===== src/design/axis_defines.svh =====
`ifndef AXIS_DEFINES_SVH
`define AXIS_DEFINES_SVH

// data widths of the three stream links
`define AXIS_WIDE_W 64
`define AXIS_BYTE_W 8
`define AXIS_WORD_W 32

// one keep bit per byte lane
`define AXIS_WIDE_KEEP_W (`AXIS_WIDE_W / `AXIS_BYTE_W)
`define AXIS_WORD_KEEP_W (`AXIS_WORD_W / `AXIS_BYTE_W)

// bytes gathered into each output word
`define AXIS_PACK_RATIO 4

`endif


===== src/design/axis_beat_pkg.sv =====
package axis_beat_pkg;

  `include "axis_defines.svh"

  typedef logic [`AXIS_WIDE_W-1:0] wide_data_t;
  typedef logic [`AXIS_WORD_W-1:0] word_data_t;
  typedef logic [`AXIS_BYTE_W-1:0] byte_data_t;

  typedef logic [`AXIS_WIDE_KEEP_W-1:0] wide_keep_t;
  typedef logic [`AXIS_WORD_KEEP_W-1:0] word_keep_t;

  typedef logic [$clog2(`AXIS_WIDE_KEEP_W)-1:0] lane_idx_t; // byte lane within a wide beat

  typedef struct packed {
    wide_data_t data;
    wide_keep_t keep;
    logic       last;
    logic       user;
  } wide_beat_t;

  // a byte beat is always whole, so no keep
  typedef struct packed {
    byte_data_t data;
    logic       last;
    logic       user;
  } byte_beat_t;

  typedef struct packed {
    word_data_t data;
    word_keep_t keep;
    logic       last;
    logic       user;
  } word_beat_t;

endpackage


===== src/design/adapt_state_pkg.sv =====
package adapt_state_pkg;

  `include "axis_defines.svh"

  typedef enum logic {
    SER_IDLE, // waiting for a wide beat
    SER_EMIT  // walking the byte lanes
  } ser_state_t;

  typedef enum logic {
    PACK_COLLECT, // filling lane slots
    PACK_FLUSH    // word offered downstream
  } pack_state_t;

endpackage


===== src/design/axis_skid_reg.sv =====
`timescale 1ns/1ps

module axis_skid_reg #(
  parameter int WIDTH = 10
) (
  input  logic             clk,
  input  logic             rst,
  input  logic [WIDTH-1:0] in_data,
  input  logic             in_valid,
  output logic             in_ready,
  output logic [WIDTH-1:0] out_data,
  output logic             out_valid,
  input  logic             out_ready
);

  logic [WIDTH-1:0] out_q;
  logic [WIDTH-1:0] spare_q;
  logic             out_valid_q;
  logic             spare_valid_q;
  logic             in_ready_q;
  logic             in_fire;
  logic             out_drain;
  logic             spare_load;
  logic             spare_valid_nxt;
  logic             out_valid_nxt;

  assign in_ready  = in_ready_q;
  assign out_data  = out_q;
  assign out_valid = out_valid_q;

  assign in_fire   = in_valid & in_ready_q;
  assign out_drain = out_valid_q & out_ready;

  // park the beat when the output entry is held
  assign spare_load      = in_fire & out_valid_q & ~out_ready;
  assign spare_valid_nxt = spare_load | (spare_valid_q & ~out_drain);
  assign out_valid_nxt   = in_fire | spare_valid_q | (out_valid_q & ~out_ready);

  always_ff @(posedge clk) begin
    if (rst) begin
      out_valid_q   <= 1'b0;
      spare_valid_q <= 1'b0;
      in_ready_q    <= 1'b0;
    end else begin
      out_valid_q   <= out_valid_nxt;
      spare_valid_q <= spare_valid_nxt;
      in_ready_q    <= ~spare_valid_nxt; // low while the spare is occupied
    end
  end

  always_ff @(posedge clk) begin
    if (spare_load) begin
      spare_q <= in_data;
    end
    if (in_fire && !spare_load) begin
      out_q <= in_data;
    end else if (out_drain && spare_valid_q) begin
      out_q <= spare_q; // refill from spare
    end
  end

endmodule


===== src/design/axis_serializer.sv =====
`timescale 1ns/1ps

`include "axis_defines.svh"

module axis_serializer (
  input  logic                      clk,
  input  logic                      rst,
  input  axis_beat_pkg::wide_beat_t s_beat,
  input  logic                      s_valid,
  output logic                      s_ready,
  output axis_beat_pkg::byte_beat_t m_beat,
  output logic                      m_valid,
  input  logic                      m_ready
);

  adapt_state_pkg::ser_state_t state;
  axis_beat_pkg::wide_beat_t   beat_q;
  axis_beat_pkg::lane_idx_t    lane;
  axis_beat_pkg::lane_idx_t    next_lane;
  axis_beat_pkg::byte_beat_t   byte_beat;
  logic                        byte_valid;
  logic                        byte_ready;
  logic                        final_byte;
  logic                        s_ready_q;
  logic                        s_fire;

  assign s_ready = s_ready_q;
  assign s_fire  = s_valid & s_ready_q;

  assign next_lane = lane + 1'b1;

  // top lane, or keep runs out at the next lane
  assign final_byte = (&lane) || !beat_q.keep[next_lane];

  assign byte_valid = (state == adapt_state_pkg::SER_EMIT);

  always_comb begin
    byte_beat.data = beat_q.data[lane*`AXIS_BYTE_W +: `AXIS_BYTE_W];
    byte_beat.last = beat_q.last & final_byte; // only on the closing byte
    byte_beat.user = beat_q.user & final_byte;
  end

  always_ff @(posedge clk) begin
    if (rst) begin
      state     <= adapt_state_pkg::SER_IDLE;
      lane      <= '0;
      s_ready_q <= 1'b0;
    end else begin
      case (state)
        adapt_state_pkg::SER_IDLE: begin
          s_ready_q <= 1'b1;
          if (s_fire) begin
            state     <= adapt_state_pkg::SER_EMIT;
            lane      <= '0;
            s_ready_q <= 1'b0;
          end
        end
        adapt_state_pkg::SER_EMIT: begin
          if (byte_ready) begin
            if (final_byte) begin
              state     <= adapt_state_pkg::SER_IDLE;
              s_ready_q <= 1'b1; // next beat may come in
            end else begin
              lane <= next_lane;
            end
          end
        end
        default: begin
          state     <= adapt_state_pkg::SER_IDLE;
          s_ready_q <= 1'b0;
        end
      endcase
    end
  end

  always_ff @(posedge clk) begin
    if (s_fire) begin
      beat_q <= s_beat;
    end
  end

  axis_skid_reg #(
    .WIDTH ($bits(axis_beat_pkg::byte_beat_t))
  ) u_skid (
    .clk       (clk),
    .rst       (rst),
    .in_data   (byte_beat),
    .in_valid  (byte_valid),
    .in_ready  (byte_ready),
    .out_data  (m_beat),
    .out_valid (m_valid),
    .out_ready (m_ready)
  );

endmodule


===== src/design/axis_packer.sv =====
`timescale 1ns/1ps

`include "axis_defines.svh"

module axis_packer (
  input  logic                      clk,
  input  logic                      rst,
  input  axis_beat_pkg::byte_beat_t s_beat,
  input  logic                      s_valid,
  output logic                      s_ready,
  output axis_beat_pkg::word_beat_t m_beat,
  output logic                      m_valid,
  input  logic                      m_ready
);

  adapt_state_pkg::pack_state_t         state;
  axis_beat_pkg::word_data_t            data_q;
  axis_beat_pkg::word_keep_t            keep_q;
  logic [$clog2(`AXIS_PACK_RATIO)-1:0]  fill;
  logic                                 last_q;
  logic                                 user_q;
  logic                                 s_fire;
  axis_beat_pkg::word_beat_t            word_beat;
  logic                                 word_valid;
  logic                                 word_ready;

  assign s_ready    = (state == adapt_state_pkg::PACK_COLLECT);
  assign s_fire     = s_valid & s_ready;
  assign word_valid = (state == adapt_state_pkg::PACK_FLUSH);

  // unfilled lanes read as zero
  always_comb begin
    for (int i = 0; i < `AXIS_PACK_RATIO; i++) begin
      word_beat.data[i*`AXIS_BYTE_W +: `AXIS_BYTE_W] =
        keep_q[i] ? data_q[i*`AXIS_BYTE_W +: `AXIS_BYTE_W] : '0;
    end
    word_beat.keep = keep_q;
    word_beat.last = last_q;
    word_beat.user = user_q;
  end

  always_ff @(posedge clk) begin
    if (rst) begin
      state  <= adapt_state_pkg::PACK_COLLECT;
      fill   <= '0;
      keep_q <= '0;
      last_q <= 1'b0;
      user_q <= 1'b0;
    end else begin
      case (state)
        adapt_state_pkg::PACK_COLLECT: begin
          if (s_fire) begin
            keep_q[fill] <= 1'b1;
            fill         <= fill + 1'b1;
            if (fill == `AXIS_PACK_RATIO - 1 || s_beat.last) begin
              state  <= adapt_state_pkg::PACK_FLUSH; // full word or early end
              last_q <= s_beat.last;
              user_q <= s_beat.user;
            end
          end
        end
        adapt_state_pkg::PACK_FLUSH: begin
          if (word_ready) begin
            state  <= adapt_state_pkg::PACK_COLLECT;
            fill   <= '0;
            keep_q <= '0;
            last_q <= 1'b0;
            user_q <= 1'b0;
          end
        end
        default: state <= adapt_state_pkg::PACK_COLLECT;
      endcase
    end
  end

  always_ff @(posedge clk) begin
    if (s_fire) begin
      data_q[fill*`AXIS_BYTE_W +: `AXIS_BYTE_W] <= s_beat.data;
    end
  end

  axis_skid_reg #(
    .WIDTH ($bits(axis_beat_pkg::word_beat_t))
  ) u_skid (
    .clk       (clk),
    .rst       (rst),
    .in_data   (word_beat),
    .in_valid  (word_valid),
    .in_ready  (word_ready),
    .out_data  (m_beat),
    .out_valid (m_valid),
    .out_ready (m_ready)
  );

endmodule


===== src/design/axis_width_bridge.sv =====
`timescale 1ns/1ps

module axis_width_bridge (
  input  logic                      clk,
  input  logic                      rst,
  input  axis_beat_pkg::wide_beat_t s_beat,
  input  logic                      s_valid,
  output logic                      s_ready,
  output axis_beat_pkg::word_beat_t m_beat,
  output logic                      m_valid,
  input  logic                      m_ready
);

  axis_beat_pkg::byte_beat_t mid_beat; // byte stream between the stages
  logic                      mid_valid;
  logic                      mid_ready;

  axis_serializer u_serializer (
    .clk     (clk),
    .rst     (rst),
    .s_beat  (s_beat),
    .s_valid (s_valid),
    .s_ready (s_ready),
    .m_beat  (mid_beat),
    .m_valid (mid_valid),
    .m_ready (mid_ready)
  );

  axis_packer u_packer (
    .clk     (clk),
    .rst     (rst),
    .s_beat  (mid_beat),
    .s_valid (mid_valid),
    .s_ready (mid_ready),
    .m_beat  (m_beat),
    .m_valid (m_valid),
    .m_ready (m_ready)
  );

endmodule


===== config.mk =====
export PLATFORM = sky130hd
export DESIGN_NAME = axis_width_bridge
export DESIGN_NICKNAME = d
export VERILOG_FILES = /design/src/design/axis_beat_pkg.sv /design/src/design/adapt_state_pkg.sv /design/src/design/axis_skid_reg.sv /design/src/design/axis_serializer.sv /design/src/design/axis_packer.sv /design/src/design/axis_width_bridge.sv
export VERILOG_INCLUDE_DIRS = /design/src /design/src/design
export SDC_FILE = /design/constraint.sdc
export NUM_CORES = 1
export LEC_CHECK = 0
export CORE_ASPECT_RATIO = 0.5
export CORE_UTILIZATION = 45
export DETAILED_ROUTE_END_ITERATION = 6
export DONT_BUFFER_PORTS = 1
export GPL_TIMING_DRIVEN = 0
export PLACE_DENSITY_LB_ADDON = 0.2
export REMOVE_ABC_BUFFERS = 1
export SLEW_MARGIN = 20
export SYNTH_ARGS = -nofsm -noshare
export SYNTH_HDL_FRONTEND = slang
export SYNTH_HIERARCHICAL = 1
export SYNTH_SLANG_ARGS = --single-unit

===== constraint.sdc =====
create_clock -name clk -period 3.4 [get_ports clk]
set_input_delay 0.34 -clock clk [delete_from_list [all_inputs] [get_ports clk]]
set_output_delay 0.34 -clock clk [all_outputs]
set_load 0.02 [all_outputs]

---- Yosys cells after proc, flatten, opt, wreduce, memory -nomap -nowiden ----
Cells that the tools add are included.
storage, ports and cells
  bits in registers ....................... 222
  output and inout port bits .............. 40
  word-level logic and storage cells ...... 128
cells by class
  mux-type cells .......................... 42
  bitwise gates (word level) .............. 29
  shifts and indexed selects .............. 3
  $lt $le $gt $ge ......................... 3
  add/sub/neg operators ................... 3
  equal/unequal tests ..................... 8
  reductions and logical operators ........ 17
operators by type and width
  kind                                                                      count
  38-bit 2-to-1 mux                                                         2
  64-bit by 7-bit indexed part select with 8-bit output                     1
  5-bit negation with 34-bit output                                         1
  8-bit by 34-bit variable shift with 32-bit output (first input constant)  1
  8-bit by 34-bit indexed part select with 32-bit output                    1
  32-bit bitwise mux                                                        1
  8-bit 2-to-1 mux                                                          4
  10-bit 2-to-1 mux                                                         2
  1-bit 2-to-1 mux                                                          16
  1-bit bitwise AND                                                         15
  2-bit inequality test (second input constant)                             6
  1-bit case mux with 2 select lines                                        5
  3-bit 2-to-1 mux                                                          3
  3-bit AND reduction                                                       3
  4-bit 2-to-1 mux                                                          2
  4-bit case mux with 2 select lines                                        1
  1-bit inverter                                                            7
  1-bit bitwise OR                                                          6
  3-bit case mux with 2 select lines                                        1
  1-bit logical AND                                                         5
  3-bit by 4-bit < comparator with 1-bit output (second input constant)     1
  2-bit 2-to-1 mux                                                          2
  4-bit bitwise OR                                                          1
  2-bit case mux with 2 select lines                                        1
  12 further kinds                                                          17

---- Longest topological paths before layout ----
  depth in word-level cells ............... 8
  depth in mapped cells ................... 7
  gate-level depth less buffers ........... 7

---- Cells and area by module ----
The synthesis kept the hierarchy.
by module, submodules not included
  module                               cells an instance  times used  area each (µm²)  sequential area each (µm²)
  axis_serializer                      141                1           3,108.0          2,322.2
  axis_skid_reg (u_packer.u_skid)      134                1           2,962.8          2,342.2
  axis_packer                          154                1           1,935.6          1,141.1
  axis_skid_reg (u_serializer.u_skid)  46                 1           859.6            660.6

---- Worst setup path after synthesis ----
No wires, ideal clock.
  path type ............................... register to register
  start ................................... reg u_serializer.s_ready_q, in the netlist u_serializer/s_ready
  end ..................................... reg u_serializer.s_ready_q, in the netlist u_serializer/s_ready
  stages on the path, launching flop included .. 5
  arrival time ............................ 3.035 ns
  library setup time ...................... 0.116 ns
  slack ................................... 0.249 ns
  cell sequence ........................... dfxtp_1 -> and2_1 -> a21oi_1 -> o21a_1 -> a31o_1
on the way
  word-level cells in the longest chain between the ends .. 3
RTL lines
  item                                RTL line               text
  from (decl)                         axis_serializer.sv:24  logic s_ready_q;
  from (signal assigned)              axis_serializer.sv:47  s_ready_q <= 1'b0;
  from (signal assigned)              axis_serializer.sv:51  s_ready_q <= 1'b1;
  from (signal assigned)              axis_serializer.sv:55  s_ready_q <= 1'b0;
  1-bit bitwise AND                   axis_serializer.sv:28  assign s_fire = s_valid & s_ready_q;
  named net u_serializer.s_fire       axis_serializer.sv:25  logic s_fire;
  1-bit 2-to-1 mux                    axis_serializer.sv:52  if (s_fire) begin
  1-bit case mux with 2 select lines  axis_serializer.sv:49  case (state)
The timed path passes the listed nets, and every way through them passes these cells.
A chain may end at the register's enable or synchronous reset.

==> results.ini <==
[floorplanning]
core_mm2=0.0188
die_y_um=101
die_width_um=201
floorplan.die_area_mm2=0.0203
start_util_pct=47.1
pin_count=118
site_rows=35

[power]
leakagePower_nw=3.58
power.density_mw_per_mm2=540
ir_drop_mv=0.459
post_layout_power_w=0.00579

[placed_design]
hpwl_um=9100
place.port_buffers=0
place_area_mm2=0.00923
placer_congestion_estimate=0.745

[worst_hold_path]
hold_path_class=primary input to register
hold_endpoint=u_serializer/lane[2]
timing.hold.worst.start=rst
worst_hold_path.num_cells=2

[setup_path]
timing.critical_path.fanout_max=18
end_kind=register
r2r.worst_path.cells=7
critical_path.reg2reg.startpoint=u_serializer/lane[1]
rr_endpoint=u_serializer/u_skid/out_data[1]
reg2reg_slack_ns=0.77
worstSetupStartpointType=register
crit_required_ns=3.63
path_class=register to register
timing.critical_path.arrival_ns=2.86

[status]
outcome=finished, final reports clean

[sta]
unrepaired_setup_endpoints_after_global_routing=false
fin_setup_tns_ns=0
period_needed_ns=2.63
max_freq_ghz=0.380
final_max_slew_viol_count=0
tightestPinTransition_ns=0.857
finalClockSkew_ns=0.0210
period_share_pct=77.4
hold_violations=0
slew_headroom_pct=42.9
setup-violations-final=0

[synth]
syn_inst=475
synth_cell_types=45
synth.ff_latch_count=222
yosys_warnings=6
syn_avg_cell_area_um2=18.7
synth_sequential_area_ratio_pct=72.9
synth_area_mm2=0.00887

[clock_tree]
clock_insertion_delay_worst_skew_ns=0.50
clock-sinks=222
cts.path.max_buffers=3
post_cts_resized=0
clk_transition_reported_paths_ns=0.06
clockRootBuffer=clkbuf_16
cts_htree_levels=1
cts_tree=yes
numCtsBuffers=21

[layout]
share_of_cells_above_drive_strength_1_pct=21.2
layout_commonest_cell=edfxtp_1
nNetsFinal=655
final_area_mm2=0.0107
layout.cells.most_common_list=202 x edfxtp_1, 76 x dlygate4sd3_1, 60 x and2_1, 36 x mux2_2, 21 x clkbuf_16
antenna_cells=0
fillers=1436
area_growth_synth_to_finish_pct=20.9

[drt]
detailroute.via_count=4223
drtIter0Drc=176
remaining_drc_errors=0
finalWirelength_um=14800
dr.pass1.iters=4
post_drt_wl_per_cell_um=17.6
antenna_left=0
vias_per_cell=5.03

[grt]
grt_start_max_net_pins=56
first_pass_grt_wire_length_um=23200
grt_antenna_before_repair=0
first_global_vias=4351
overall_global_routing_resource_usage_pct=14.7
globalRouteOverflowTotal=0

[job]
max_capacitance_violation_count=0

[cell type report]
class                      count  area, µm²  area share [%]
multi-input combinational    236       2320            21.6
tap                          259        324            3.02
inverter                       6       22.5           0.210
clock buffer                  26        544            5.08
clock inverter                11        184            1.72
sequential                   222       6470            60.3
timing repair buffer          80        863            8.05
[stage by stage]
stage	instances	util (%)	hold slack (ns)	setup WS (ns)
floorplan	464	-	0.409	0.0406
global placement	723	48.3	0.415	-0.918
detailed placement	727	49.0	0.416	0.696
CTS	840	56.9	0.0162	0.675
global route	840	56.9	0.0258	0.559
finish	840	56.9	0.0359	0.769
[state kept, by name (all words and copies together), names as in the netlist, 2 cells and up]
name	cells
u_serializer/u_skid/spare_q	10
u_packer/u_skid/spare_q	38
u_packer/u_skid/out_data	38
u_serializer/u_skid/out_data	10
u_serializer/beat_q	74
u_packer/fill	2
u_serializer/lane	3
u_packer/keep_q	4
u_packer/data_q	32
[worst max-delay path: stages, from the launching register on]
cell	delay [ns]
dfxtp_1	0.84
ha_1	0.27
ha_1	0.28
or2_1	0.24
o22ai_2	0.18
o21ai_2	0.11
and2_1	0.17
mux2_2	0.27
[how the worst max path moves through the flow]
stage | startpoint | slack (ns) | endpoint
final | u_serializer/lane[1] | 0.77 | u_serializer/u_skid/out_data[1]
after global routing | u_serializer/lane[1] | 0.56 | u_serializer/u_skid/out_data[1]
after CTS | u_serializer/lane[1] | 0.68 | u_serializer/u_skid/out_data[1]
after detailed placement | u_serializer/lane[1] | 0.70 | u_serializer/u_skid/out_data[1]
after global placement | u_packer/state | -0.92 | u_packer/u_skid/out_data[4]
after floorplan | u_packer/state | 0.04 | u_packer/u_skid/out_data[0]
[power breakdown]
group          leakage [nW]  switching (W)  internal, W
combinational          1.25      0.0000966     0.000126
clock                 0.359       0.000960      0.00152
sequential             1.96      0.0000396      0.00304
total                  3.58        0.00110      0.00469
[synth_stat cells (all sizes together)]
cell type	n	area share [%]
nand3	4	0.23
mux4	16	4.5
dfxtp	20	4.5
o22ai	2	0.28
a21oi	10	0.56
buf	9	0.93
o21ai	2	0.20
o21a	1	0.085
clkbuf	2	0.085
or2b	3	0.27
nor2	13	0.73
and2b	1	0.11
mux2	56	8.0
nor4b	1	0.27
nor3	1	0.11
and2	67	4.8
a31o	1	0.099
nor3b	1	0.21
edfxtp	202	68
and4bb	1	0.18
a311oi	1	0.099
ha	10	1.4
mux2i	9	1.0
a211oi	1	0.085
nand2b	4	0.28
inv	6	0.25
nand2	11	0.47
o2111ai	1	0.17
or2	2	0.14
a31oi	3	0.21
a22oi	5	0.42
nand3b	1	0.085
nor2b	4	0.37
and3b	4	0.40
[kinds of logic (layout without fill, tap and decap cells)]
family	after synthesis	in the layout	share of synthesized area, %
AOI/OAI and AO/OA	27	27	2.22
and+or+nand+nor	118	118	8.67
muxes	81	81	13.5
adders and majority gates	10	10	1.41
buffers and inverters	17	123	1.27
DFF	222	222	72.9
[what timing repair did]
| action | 4_1_cts | 5_1_grt |
|---|---|---|
| setup buffers | 0 | 0 |
| hold endpoints to repair | 89 | 0 |
| setup endpoints to repair | 0 | 0 |
| hold buffers | 76 | 0 |
[metal layers]
metal  share of wire (%)  track usage, %  vias up
met4                 2.0            4.23        0
met2                  46            24.1      108
met3                 4.4            3.35       25
met5                   0               0        -
li1                    -               -     2007
met1                  47            20.0     2083
Power figures use the tool's default switching activity.
